File: src/rtl/cmd_pkg.sv
package cmd_pkg;

	// ====================
	// Data types
	// ====================

	// One FIFO word, both directions
	typedef logic [31:0] word_t;

	// Seven-segment pattern, active low
	// Bit 0 is segment a
	typedef logic [6:0] seg_t;

	// All segments dark
	localparam seg_t SEG_BLANK = 7'b1111111;

	// All segments lit
	localparam seg_t SEG_FULL = 7'b0000000;

	// ====================
	// Command codes
	// ====================

	// Host command words, compared against the full word
	typedef enum word_t {
		OP_DIGIT4_ON  = 32'd20,
		OP_DIGIT5_ON  = 32'd21,
		OP_DIGIT4_OFF = 32'd22,
		OP_DIGIT5_OFF = 32'd23
	} opcode_e;

	// Status words sent back for the commands
	// Entry 0 answers code 20, entry 3 answers code 23
	typedef word_t [3:0] status_arr_t;

	// ====================
	// Input side FSM
	// ====================

	// Idle, read strobe, load cycle
	typedef enum logic [1:0] {
		FETCH_IDLE = 2'd0,
		FETCH_READ = 2'd1,
		FETCH_LOAD = 2'd2
	} fetch_state_e;

endpackage

File: src/rtl/cmd_decode.sv
`timescale 1ns/1ns

module cmd_decode import cmd_pkg::*; (
	input  logic        CLOCK_50,
	input  logic        rst_n,
	// From the input side
	input  logic        cmd_valid,
	output logic        cmd_ready,
	input  word_t       cmd_data,
	// Status words answered by the commands
	input  status_arr_t status,
	// To the output side
	output logic        reply_valid,
	input  logic        reply_ready,
	output word_t       reply_data,
	// Indicators
	output seg_t        digit4,
	output seg_t        digit5,
	output logic        start_flag
);

	// Word moves on this edge
	logic xfer;

	// Word matched a command code
	logic is_cmd;

	// Status word picked by the code
	word_t status_word;

	// ====================
	// Handshake
	// ====================

	// No storage here, the link passes straight through
	assign cmd_ready   = reply_ready;
	assign reply_valid = cmd_valid;
	assign xfer        = cmd_valid && reply_ready;

	// ====================
	// Reply select
	// ====================
	always_comb
	begin
		is_cmd      = 1'b1;
		status_word = status[0];
		case (cmd_data)
			OP_DIGIT4_ON:
				status_word = status[0];
			OP_DIGIT5_ON:
				status_word = status[1];
			OP_DIGIT4_OFF:
				status_word = status[2];
			OP_DIGIT5_OFF:
				status_word = status[3];
			default:
				is_cmd = 1'b0;
		endcase
	end

	// Anything else goes back as an echo
	assign reply_data = is_cmd ? status_word : cmd_data;

	// ====================
	// Digits and start
	// ====================

	// Updated only when the word is actually taken
	always_ff @(posedge CLOCK_50)
	begin
		if (!rst_n)
		begin
			digit4     <= SEG_BLANK;
			digit5     <= SEG_BLANK;
			start_flag <= 1'b0;
		end
		else if (xfer)
		begin
			case (cmd_data)
				OP_DIGIT4_ON:
				begin
					digit4     <= SEG_FULL;
					// Sticky until the next reset
					start_flag <= 1'b1;
				end
				OP_DIGIT5_ON:
					digit5 <= SEG_FULL;
				OP_DIGIT4_OFF:
					digit4 <= SEG_BLANK;
				OP_DIGIT5_OFF:
					digit5 <= SEG_BLANK;
				default:
					;
			endcase
		end
	end

	// Start flag only clears through reset
	a_start_sticky: assert property (@(posedge CLOCK_50)
		(rst_n && start_flag) |=> start_flag);

endmodule

File: src/rtl/cmd_fetch.sv
`timescale 1ns/1ns

module cmd_fetch import cmd_pkg::*; (
	input  logic  CLOCK_50,
	input  logic  rst_n,
	// Host-to-fabric FIFO
	input  logic  rx_empty,
	output logic  rx_read,
	input  word_t rx_data,
	// Downstream link
	output logic  cmd_valid,
	input  logic  cmd_ready,
	output word_t cmd_data
);

	fetch_state_e state;
	fetch_state_e state_next;

	// Holding register can take a word
	// Either empty or handing its word over this cycle
	logic hold_free;

	assign hold_free = !cmd_valid || cmd_ready;

	// Read strobe is the whole READ state
	assign rx_read = (state == FETCH_READ);

	// ====================
	// Next state
	// ====================
	always_comb
	begin
		state_next = state;
		case (state)
			FETCH_IDLE:
			begin
				// Only start a read with room for the word
				if (!rx_empty && hold_free)
					state_next = FETCH_READ;
			end
			FETCH_READ:
				state_next = FETCH_LOAD;
			FETCH_LOAD:
				state_next = FETCH_IDLE;
			default:
				state_next = FETCH_IDLE;
		endcase
	end

	always_ff @(posedge CLOCK_50)
	begin
		if (!rst_n)
			state <= FETCH_IDLE;
		else
			state <= state_next;
	end

	// ====================
	// Holding register
	// ====================

	// FIFO shows the word one cycle after the strobe
	always_ff @(posedge CLOCK_50)
	begin
		if (state == FETCH_LOAD)
			cmd_data <= rx_data;
	end

	// Valid from the cycle after LOAD until taken
	always_ff @(posedge CLOCK_50)
	begin
		if (!rst_n)
			cmd_valid <= 1'b0;
		else if (state == FETCH_LOAD)
			cmd_valid <= 1'b1;
		else if (cmd_ready)
			cmd_valid <= 1'b0;
	end

	// No read from an empty FIFO
	a_read_not_empty: assert property (@(posedge CLOCK_50) disable iff (!rst_n)
		rx_read |-> !rx_empty);

	// Strobe is a single cycle
	a_read_pulse: assert property (@(posedge CLOCK_50) disable iff (!rst_n)
		rx_read |=> !rx_read);

endmodule

File: src/rtl/fifo_cmd_bridge.sv
`timescale 1ns/1ns

module fifo_cmd_bridge import cmd_pkg::*; (
	input  logic        CLOCK_50,
	input  logic        rst_n,
	// Host-to-fabric FIFO
	input  logic        rx_empty,
	output logic        rx_read,
	input  word_t       rx_data,
	// Fabric-to-host FIFO
	output logic        tx_write,
	output word_t       tx_data,
	input  logic        tx_full,
	// Status words for the command replies
	input  status_arr_t status,
	// Indicators
	output seg_t        digit4,
	output seg_t        digit5,
	output logic        start_flag
);

	// ====================
	// Internal links
	// ====================

	// Fetch to decode
	logic  cmd_valid;
	logic  cmd_ready;
	word_t cmd_data;

	// Decode to write
	logic  reply_valid;
	logic  reply_ready;
	word_t reply_data;

	// Reads one word at a time from the host FIFO
	cmd_fetch i_cmd_fetch (
		.CLOCK_50  (CLOCK_50),
		.rst_n     (rst_n),
		.rx_empty  (rx_empty),
		.rx_read   (rx_read),
		.rx_data   (rx_data),
		.cmd_valid (cmd_valid),
		.cmd_ready (cmd_ready),
		.cmd_data  (cmd_data)
	);

	// Command decode and indicators
	cmd_decode i_cmd_decode (
		.CLOCK_50    (CLOCK_50),
		.rst_n       (rst_n),
		.cmd_valid   (cmd_valid),
		.cmd_ready   (cmd_ready),
		.cmd_data    (cmd_data),
		.status      (status),
		.reply_valid (reply_valid),
		.reply_ready (reply_ready),
		.reply_data  (reply_data),
		.digit4      (digit4),
		.digit5      (digit5),
		.start_flag  (start_flag)
	);

	// One reply buffered toward the host FIFO
	reply_write i_reply_write (
		.CLOCK_50    (CLOCK_50),
		.rst_n       (rst_n),
		.reply_valid (reply_valid),
		.reply_ready (reply_ready),
		.reply_data  (reply_data),
		.tx_write    (tx_write),
		.tx_data     (tx_data),
		.tx_full     (tx_full)
	);

endmodule

File: src/rtl/reply_write.sv
`timescale 1ns/1ns

module reply_write import cmd_pkg::*; (
	input  logic  CLOCK_50,
	input  logic  rst_n,
	// From the decoder
	input  logic  reply_valid,
	output logic  reply_ready,
	input  word_t reply_data,
	// Fabric-to-host FIFO
	output logic  tx_write,
	output word_t tx_data,
	input  logic  tx_full
);

	// Holding register has a word waiting
	logic pending;

	// ====================
	// FIFO side
	// ====================

	// Hold off while the FIFO is full
	assign tx_write = pending && !tx_full;

	// Room when empty, or when the word leaves this cycle
	assign reply_ready = !pending || tx_write;

	// ====================
	// Holding register
	// ====================
	always_ff @(posedge CLOCK_50)
	begin
		if (reply_valid && reply_ready)
			tx_data <= reply_data;
	end

	// Refill on the write edge keeps one word per cycle
	always_ff @(posedge CLOCK_50)
	begin
		if (!rst_n)
			pending <= 1'b0;
		else if (reply_valid && reply_ready)
			pending <= 1'b1;
		else if (tx_write)
			pending <= 1'b0;
	end

	// Blocked word must not change under the FIFO
	a_hold_stable: assert property (@(posedge CLOCK_50) disable iff (!rst_n)
		(pending && tx_full) |=> $stable(tx_data));

endmodule
File: config.mk
export PLATFORM = sky130hd
export DESIGN_NAME = fifo_cmd_bridge
export DESIGN_NICKNAME = d
export VERILOG_FILES = /design/src/rtl/cmd_pkg.sv /design/src/rtl/cmd_decode.sv /design/src/rtl/cmd_fetch.sv /design/src/rtl/fifo_cmd_bridge.sv /design/src/rtl/reply_write.sv
export SDC_FILE = /design/constraint.sdc
export NUM_CORES = 1
export LEC_CHECK = 0
export ABC_AREA = 1
export BUFFER_PORTS_ARGS = -buffer_cell sky130_fd_sc_hd__buf_2
export CORE_UTILIZATION = 41
export CTS_BUF_LIST = sky130_fd_sc_hd__clkbuf_4 sky130_fd_sc_hd__clkbuf_8 sky130_fd_sc_hd__clkbuf_16
export DETAILED_ROUTE_END_ITERATION = 6
export PLACE_DENSITY = 0.83
export SYNTH_ARGS = -nofsm -noshare
export SYNTH_HDL_FRONTEND = slang
export SYNTH_SLANG_ARGS = --single-unit
File: constraint.sdc
create_clock -name CLOCK_50 -period 6.4 [get_ports CLOCK_50]
set_input_delay 1.28 -clock CLOCK_50 [delete_from_list [all_inputs] [get_ports CLOCK_50]]
set_output_delay 1.28 -clock CLOCK_50 [all_outputs]
set_load 0.005 [all_outputs]
==> qor.yml, run 1 <==
hold_viol: 0
critPathMaxStageDelay_ps: 720
peakVddDrop_uv: 101.1
start_kind: "register"
chipWidth_um: 101.3
ys_ff_latch: 71
finalSetupViolCount: 0
drc_errors: 0
yosys_warnings: 0
period_minus_slack_ps: 2940
grt_pass1_vias: 3659
detailed_place_hpwl_um: 8307
path_cells: "nor2_1 > nand2_1 > nor2_2 > nand2_4 > inv_2 > nand2_1 > nand2_1 > nor2_2 > o21ai_4 > nand2_1 > nand2_1"
grt_usage_pct: 21.54
layout.nets: 891
max_slew.worst_pin.slew_ps: 1072
path_class: "reg2reg"
fmax_ghz: 0.3401
area_growth_pct: 29.95
cp_data_required_time_ps: 6610
slowest_stage: "nand2_1"
outcome: "completed"
dpl_cell_area_mm2: 0.005087
core_mm2: 0.009371
drive_above_1_share_pct: 33.33
synth_commonest_cells: "211 x nand2_1, 79 x nor2_1, 67 x nand3_1"
post_cts_buffers: 0
hp-class: "reg2reg"
whs_ps: 455.2
cts_tree: "built"
synth_fp_nets: 697
synth-edff-count: 64
initial_core_util_pct: 43.11
finalCritPeriodShare_pct: 45.94
yosysSeqAreaShare_pct: 51.04
antenna_left: 0
io_pins: 213
grt_most_used_layer: "met2"
nFillCells: 937
cp.arrival_ps: 3150
grt_util_met1_pct: 26.28
ys_types: 23
cts.htree.levels: 3
grt_use_met3_pct: 5.107
grt_start_max_net_pins: 36
root_buffer: "clkbuf_8"
drt_iter0_markers: 128
ys_async_sr_fraction_pct: 0
synthFlopType: "edfxtp_1"
grt_overflow_total: 0
crit_top_cell: "nand2_1"
post_synth_instance_area_mm2: 0.004040
dr_total_vias: 3943
die_h_um: 101.3
critPathTopFamily: "simple AND/OR/NAND/NOR gates"
synth.area.top_cells: "edfxtp_1 48%, nand2_1 20%, nand3_1 8.3%"
power_leakage_nw: 2.661
clk_latency_ps: 340
num_antenna_cells: 0
yosysTopAreaCell: "edfxtp_1"
port_buffers: 212
critPathBufInv: 1
path_clk_slew_ps: 70
dpl_worst_slack_ps: 3476
antenna_found_initial: 0
rsz0062_at_grt: "no"
die_area_mm2: 0.01025
critPathMaxFanout: 34
clkSinkCount: 71
cts_resized: 0
numCtsBuffers: 9
worst_slack_ps: 3460
cts.path.max_buffers: 2
fin_area_mm2: 0.005250
finalPower_mw: 0.8972
syn_inst: 533
timing.setup.tns_ps: 0
powerDensity_mw_per_mm2: 170.9
wl_per_cell_um: 12.59
totalWireLength_um: 10840
grt_pass1_wl_um: 16820
hold_buffers: 0
finClkSkew_ps: 8.340
use_met2_pct: 37.47
yosysMostFrequentCell: "nand2_1"
via_per_inst: 4.580
slew_headroom_pct: 28.27
cap_violations: 0
synth_top_area_share_pct: 47.57
firstDrtPassIters: 5
syn_avg_cell_area_um2: 7.580
gp_congestion: 0.8140
drv_slew: 0
cp-end-kind: "register"
row_count: 35
through the flow:
stage	instances	util, %
after floorplan	533	-
after global placement	845	54.29
after detailed placement	845	54.29
after CTS	861	56.02
after global routing	861	56.02
final	861	56.02
final timing paths:
kind                                  from                   endpoint  slack [ps]  depth (start not counted)
setup / recovery  i_cmd_fetch.cmd_data[24]  i_reply_write.tx_data[16]        3460                         11
hold / removal     i_cmd_decode.start_flag    i_cmd_decode.start_flag         460                          2
setup reg to reg  i_cmd_fetch.cmd_data[24]  i_reply_write.tx_data[16]        3460                         11
hold reg to reg    i_cmd_decode.start_flag    i_cmd_decode.start_flag         460                          2
cell families (layout without fill, tap and decap cells):
kind of cell / Yosys count / after routing / synth area share, %
buffers and inverters: 82 / 281 / 9.631
AO/OA/AOI/OAI: 9 / 9 / 1.456
AND/OR/NAND/NOR: 371 / 371 / 37.88
flip-flops: 71 / 71 / 51.04
tightest hold or removal path, delay by kind of cell (launching register included):
kind                   cells  cell delay, ps
buffers and inverters      1              50
flip-flops                 1             310
AO/OA/AOI/OAI              1              50
layout by cell type, fill, tap and decap left out, types with 4 or more instances in the layout:
cell type and instances:
dfxtp_1 7, inv_2 4, nor2_1 77, clkinv_1 4, clkbuf_8 9, inv_1 47
a21oi_1 4, nand3_1 67, nor2_4 5, edfxtp_1 64, buf_2 212, nor2_2 7
nand2_1 211
state kept, by name (all words and copies together), names as in the netlist:
signal	count
i_cmd_decode.digit4	1
i_cmd_decode.digit5	1
i_cmd_decode.start_flag	1
i_cmd_fetch.cmd_data	32
i_cmd_fetch.cmd_valid	1
i_cmd_fetch.state	2
i_reply_write.pending	1
i_reply_write.tx_data	32
per-layer routing:
| layer | share of wire (%) | up-vias |
|---|---|---|
| li1 | - | 2062 |
| met1 | 41 | 1709 |
| met2 | 49 | 152 |
| met3 | 7.9 | 20 |
| met4 | 1.7 | 0 |
| met5 | 0 | - |
power by group:
part / switching [mW] / leakage (nW) / internal [mW] / total, mW
clock network: 0.161 / 0.0843 / 0.137 / 0.298
registers: 0.00437 / 0.637 / 0.514 / 0.518
logic: 0.0344 / 1.94 / 0.0464 / 0.0808
area by class of cell:
| type | count | area (um2) | share of cell area [%] |
|---|---|---|---|
| Sequential cell | 71 | 2062 | 39.28 |
| Multi-Input combinational cell | 380 | 1604 | 30.55 |
| Timing Repair Buffer | 212 | 1061 | 20.21 |
| Inverter | 53 | 198.9 | 3.789 |
| Tap cell | 129 | 161.4 | 3.074 |
| Clock buffer | 9 | 123.9 | 2.359 |
| Clock inverter | 7 | 38.79 | 0.7388 |
No activity file was read; power rests on OpenSTA's default activity.
==> run 2: changes to the inputs <==
clock period = 2.9 ns   (was 6.4 ns; I/O delays follow)
==> run 2 against run 1 <==
  * Combinational power is 120% higher
  * Clock power grew to 2.6 times the previous value
  * Worst setup slack worse by 2800 ps
  * Critical endpoint is now i_reply_write.tx_data[19]
==> qor.yml, run 2 (same netlist as run 1, synthesis figures left out) <==
antenna_left: 0  # unchanged
start_kind: "register"
whs_endpoint: "i_cmd_fetch.state[0]"
firstDrtPassIters: 5  # unchanged
worst_slack_ps: 668.9  # -2791 ps
antenna_found_initial: 0  # unchanged
path_class: "reg2reg"
path_clk_slew_ps: 70  # about the same
grt_pass1_vias: 3857  # +5.4%
row_count: 35  # unchanged
finalSetupViolCount: 0  # unchanged
outcome: "completed"
cts.htree.levels: 3  # unchanged
core_mm2: 0.009371  # unchanged
cp-end-kind: "register"
r2r-end: "i_reply_write.tx_data[19]"
drive_above_1_share_pct: 34.50  # +1.2 points
port_buffers: 212  # unchanged
dr_total_vias: 4020  # +2.0%
cp.arrival_ps: 2450  # -700 ps
period_minus_slack_ps: 2231  # -709.4 ps
layout_commonest_cell: "buf_2"
hp-class: "in2reg"
critPathMaxStageDelay_ps: 580  # -140 ps
r2r_slack_ps: 670  # -2790 ps
clk_latency_ps: 340  # about the same
crit_top_cell: "nand2_1"
totalWireLength_um: 11250  # +3.7%
numCtsBuffers: 9  # unchanged
via_per_inst: 4.615  # +0.78%
path_cells: "inv_1 > nor2_1 > nand2_1 > nor2_1 > nand2_1 > nor2_4 > buf_4 > nor2_2 > nand3_1 > nand2_1 > nand2_1 > nand2_1"
detailed_place_hpwl_um: 8803  # +6.0%
fmax_ghz: 0.4482  # +32%
hold_buffers: 0  # unchanged
slowest_stage: "nor2_2"
die_h_um: 101.3  # unchanged
grt_start_max_net_pins: 34  # -5.6%
hold_path_depth: 2  # unchanged
cp_data_required_time_ps: 3120  # -3490 ps
grt_overflow_total: 0  # unchanged
final_core_util_pct: 57.14  # +1.1 points
area_growth_pct: 32.55
max_slew.worst_pin.slew_ps: 933.5  # -138.4 ps
layout.nets: 901  # +1.1%
io_pins: 213  # unchanged
hold_viol: 0  # unchanged
largestRegisters: "i_cmd_fetch.cmd_data (32), i_reply_write.tx_data (32), i_cmd_fetch.state (2)"
ff2ff_path_depth: 12  # +1
post_cts_buffers: 0  # unchanged
critPathBufInv: 2  # +1
gp_congestion: 0.8728  # +7.2%
num_antenna_cells: 0  # unchanged
r2r-start: "i_cmd_fetch.cmd_data[4]"
cts_resized: 0  # unchanged
chipWidth_um: 101.3  # unchanged
drt_iter0_markers: 129  # +0.78%
die_area_mm2: 0.01025  # unchanged
critPathTopFamily: "simple AND/OR/NAND/NOR gates"
power_leakage_nw: 2.728  # +2.5%
dpl_worst_slack_ps: 666.1  # -2810 ps
finalCritPeriodShare_pct: 76.93  # +31 points
initial_core_util_pct: 43.11  # unchanged
hp-start: "rx_empty"
drc_errors: 0  # unchanged
slew_headroom_pct: 37.62  # +9.3 points
cap_violations: 0  # unchanged
wl_per_cell_um: 12.91  # +2.5%
powerDensity_mw_per_mm2: 391.3  # +130%
finClkSkew_ps: 11.06  # +2.718 ps
final_cell_mix: "212 x buf_2, 211 x nand2_1, 77 x nor2_1, 67 x nand3_1, 64 x edfxtp_1"
peakVddDrop_uv: 321.9  # +220%
timing.setup.tns_ps: 0  # unchanged
critPathMaxFanout: 18  # -47%
whs_ps: 394.4  # -60.81 ps
grt_usage_pct: 22.19  # +0.65 points
root_buffer: "clkbuf_8"
drv_slew: 0  # unchanged
rsz0062_at_grt: "no"
cts_tree: "built"
clkSinkCount: 71  # unchanged
grt_pass1_wl_um: 17350  # +3.2%
cts.path.max_buffers: 2  # unchanged
[run 2: stage by stage]
step / area, um2 / instances / total power, mW
floorplan: 4040 / 533 / 1.216
global placement: 5162 / 855 / 1.346
detailed placement: 5162 / 855 / 1.348
CTS: 5355 / 871 / 2.112
global route: 5355 / 871 / 2.171
finish: 5355 / 871 / 2.096
[run 2: per-layer routing]
layer	vias up	share of wire [%]	global-route usage (%)
met2	137	51	39.56
met1	1792	42	26.44
li1	2078	-	-
met3	13	5.6	4.555
met5	-	0	0
met4	0	1.0	8.027
[run 2: power breakdown]
part           leakage (nW)  switching, mW  internal, mW
combinational          1.99         0.0772         0.103
sequential            0.637         0.0103          1.13
clock                0.0994          0.368         0.404
[run 2: area by class of cell]
cell class | instances | area (um2)
sequential | 71 | 2062
clock inverter | 6 | 61.31
multi-input combinational | 380 | 1604
inverter | 53 | 198.9
tap | 129 | 161.4
fill | 913 | 4016
clock buffer | 10 | 131.4
timing repair buffer | 222 | 1136
[run 2: how the worst max path moves through the flow]
stage	start	endpoint	slack, ps	depth (start not counted)
finish	i_cmd_fetch.cmd_data[4]	i_reply_write.tx_data[19]	670	12
global route	i_cmd_fetch.cmd_data[4]	i_reply_write.tx_data[23]	380	12
CTS	i_cmd_fetch.cmd_data[4]	i_reply_write.tx_data[26]	640	12
detailed placement	i_cmd_fetch.cmd_data[4]	i_reply_write.tx_data[26]	670	12
global placement	i_cmd_fetch.cmd_data[4]	i_reply_write.tx_data[19]	720	12
floorplan	tx_full	i_cmd_decode.digit4[5]	190	6
[run 2: worst register-to-register path, stage by stage, from the launching register on]
cell and delay [ps]:
edfxtp_1 460, inv_1 80, nor2_1 40, nand2_1 120
nor2_1 70, nand2_1 120, nor2_4 50, buf_4 210
nor2_2 590, nand3_1 150, nand2_1 110, nand2_1 60
nand2_1 70
==> run 3: changes to the inputs <==
PLACE_DENSITY = 0.86   (was 0.83)
clock period = 1.8 ns   (was 2.9 ns; I/O delays follow)
==> run 3 against run 2 <==
  * The flow now finishes with violations (negative setup slack)
  * Via count increased by 7.7%
  * Critical path depth decreased by 1
  * Fmax increased by 22%
==> qor.yml, run 3 (same netlist as run 1, synthesis figures left out) <==
outcome: "finished, violations left"
violations: "negative setup slack"
grt_start_max_net_pins: 33  # -2.9%
peakVddDrop_uv: 427.2  # +33%
drv_slew: 0  # unchanged
r2r-end: "i_reply_write.tx_data[15]"
power_switching_mw: 0.7570  # +66%
drc_errors: 0  # unchanged
hold_path_depth: 2  # unchanged
whs_endpoint: "i_cmd_fetch.state[0]"
cp_data_required_time_ps: 2010  # -1110 ps
firstDrtPassIters: 5  # unchanged
layout.nets: 949  # +5.3%
switching_share_pct: 22.14  # +0.40 points
period_minus_slack_ps: 1825  # -405.9 ps
power_leakage_nw: 3.062  # +12%
numCtsBuffers: 9  # unchanged
critPathBufInv: 2  # unchanged
antenna_found_initial: 0  # unchanged
grt_usage_pct: 23.25  # +1.1 points
cts_tree: "built"
r2r_slack_ps: -30  # -690 ps
num_antenna_cells: 0  # unchanged
hp-start: "rx_empty"
area_growth_pct: 49.52
layout_commonest_cell: "buf_2"
via_per_inst: 4.711  # +2.1%
chipWidth_um: 101.3  # unchanged
slew_headroom_pct: 71.01  # +33 points
powerDensity_mw_per_mm2: 565.9  # +45%
path_class: "reg2reg"
finClkSkew_ps: 14.03  # +2.968 ps
path_cells: "buf_4 > nand4_1 > nor2_1 > nand2_2 > nor2_4 > buf_4 > nor2_4 > nand3_1 > nand2_1 > nand2_1 > nand2_1"
slowest_stage: "edfxtp_1"
row_count: 35  # unchanged
antenna_left: 0  # unchanged
critPathMaxFanout: 17  # -1
dr_total_vias: 4329  # +7.7%
p_seq_share_pct: 53.9  # -0.7 points
ff2ff_path_depth: 11  # -1
crit_cells: 11  # -1
path_clk_slew_ps: 80  # about the same
dp_cells: 891  # +4.2%
clkSinkCount: 71  # unchanged
root_buffer: "clkbuf_8"
gp_congestion: 0.8306  # -4.8%
drive_above_1_share_pct: 42.15  # +7.7 points
port_buffers: 212  # unchanged
grt_pass1_vias: 4110  # +6.6%
intPower_mw: 2.662  # +62%
r2r-start: "i_cmd_fetch.cmd_data[0]"
grt_pass1_wl_um: 18330  # +5.6%
final_cell_mix: "212 x buf_2, 207 x nand2_1, 64 x edfxtp_1, 61 x nor2_1, 57 x nand3_1"
detailed_place_hpwl_um: 9047  # +2.8%
final-instance-count-excl-fill: 919  # +5.5%
power_frac_comb_pct: 9.3  # +0.7 points
crit_top_cell: "nand2_1"
hold_buffers: 0  # unchanged
cp.arrival_ps: 2030  # -420 ps
final_core_util_pct: 64.46  # +7.3 points
whs_ps: 162.4  # -232.0 ps
totalWireLength_um: 12100  # +7.6%
largestRegisters: "i_cmd_fetch.cmd_data (32), i_reply_write.tx_data (32), i_cmd_fetch.state (2)"
die_area_mm2: 0.01025  # unchanged
finalSetupViolCount: 5  # +5
start_kind: "register"
max_slew.worst_pin.slew_ps: 434.9  # -498.6 ps
core_mm2: 0.009371  # unchanged
pwr-share-clk_pct: 36.8  # about the same
finalCritPeriodShare_pct: 101.4  # +24 points
wl_per_cell_um: 13.17  # +2.0%
grt_overflow_total: 0  # unchanged
worst_slack_ps: -25.15  # -694.1 ps
hold_viol: 0  # unchanged
timing.setup.tns_ps: -47.84  # -47.84 ps
cts.path.max_buffers: 2  # unchanged
drt_iter0_markers: 235  # +82%
critPathTopFamily: "simple AND/OR/NAND/NOR gates"
initial_core_util_pct: 43.11  # unchanged
cp-end-kind: "register"
fmax_ghz: 0.5479  # +22%
cap_violations: 0  # unchanged
rsz0062_at_grt: "yes"
cts.htree.levels: 3  # unchanged
hp-class: "in2reg"
critPathMaxStageDelay_ps: 440  # -140 ps
clk_latency_ps: 350  # about the same
io_pins: 213  # unchanged
die_h_um: 101.3  # unchanged
[run 3: worst max path at each step]
| stage | start | endpoint | slack (ps) |
|---|---|---|---|
| finish | i_cmd_fetch.cmd_data[0] | i_reply_write.tx_data[15] | -30 |
| global route | i_cmd_fetch.cmd_data[27] | i_reply_write.tx_data[1] | -170 |
| CTS | i_cmd_fetch.cmd_data[11] | i_reply_write.tx_data[15] | -20 |
| detailed placement | i_cmd_fetch.cmd_data[11] | i_reply_write.tx_data[15] | -130 |
| global placement | i_cmd_fetch.cmd_data[11] | i_reply_write.tx_data[0] | -90 |
| floorplan | i_cmd_fetch.cmd_data[15] | i_reply_write.tx_data[3] | 10 |
[run 3: area by class of cell]
type / instances / area (um2)
repair buffers: 269 / 1625
clock inverters: 6 / 60.06
multi-input cells: 381 / 1789
inverters: 53 / 211.5
clock buffers: 10 / 131.4
fillers: 847 / 3331
well taps: 129 / 161.4
flip-flops and latches: 71 / 2062
[run 3: what timing repair did]
item                       in CTS  in global routing
setup buffers                   4                  4
pin swaps                       5                 13
setup endpoints to repair      32                 33
cloned                          1                  3
resized for setup              23                 47
[run 3: power groups by stage]
stage	clock [mW]	combinational (mW)	sequential, mW
floorplan	0	0.0829	1.88
global placement	0	0.300	1.88
detailed placement	0	0.304	1.88
CTS	1.28	0.309	1.84
global route	1.35	0.355	1.84
finish	1.26	0.319	1.84
[run 3: metrics by stage]
stage,instance area [um2],power (mW),setup slack [ps]
after floorplan,4050,1.959,11.59
after global placement,5470,2.177,-87.20
after detailed placement,5470,2.182,-125.4
after CTS,5799,3.434,-18.14
after global routing,6041,3.548,-172.0
final,6041,3.419,-25.15
[run 3: layer usage]
metal | vias to the layer above | global-route usage (%) | routed length (um)
met5 | - | 0 | 0
met4 | 0 | 8.361 | 278
met3 | 25 | 4.900 | 780
met2 | 169 | 40.87 | 6027
met1 | 1953 | 28.17 | 5017
li1 | 2182 | - | -
[run 3: worst reg2reg max path: cells and delay by family (launching register included)]
kind,cells,cell delay [ps]
buf+inv,2,300
simple gates,9,950
flops,1,440
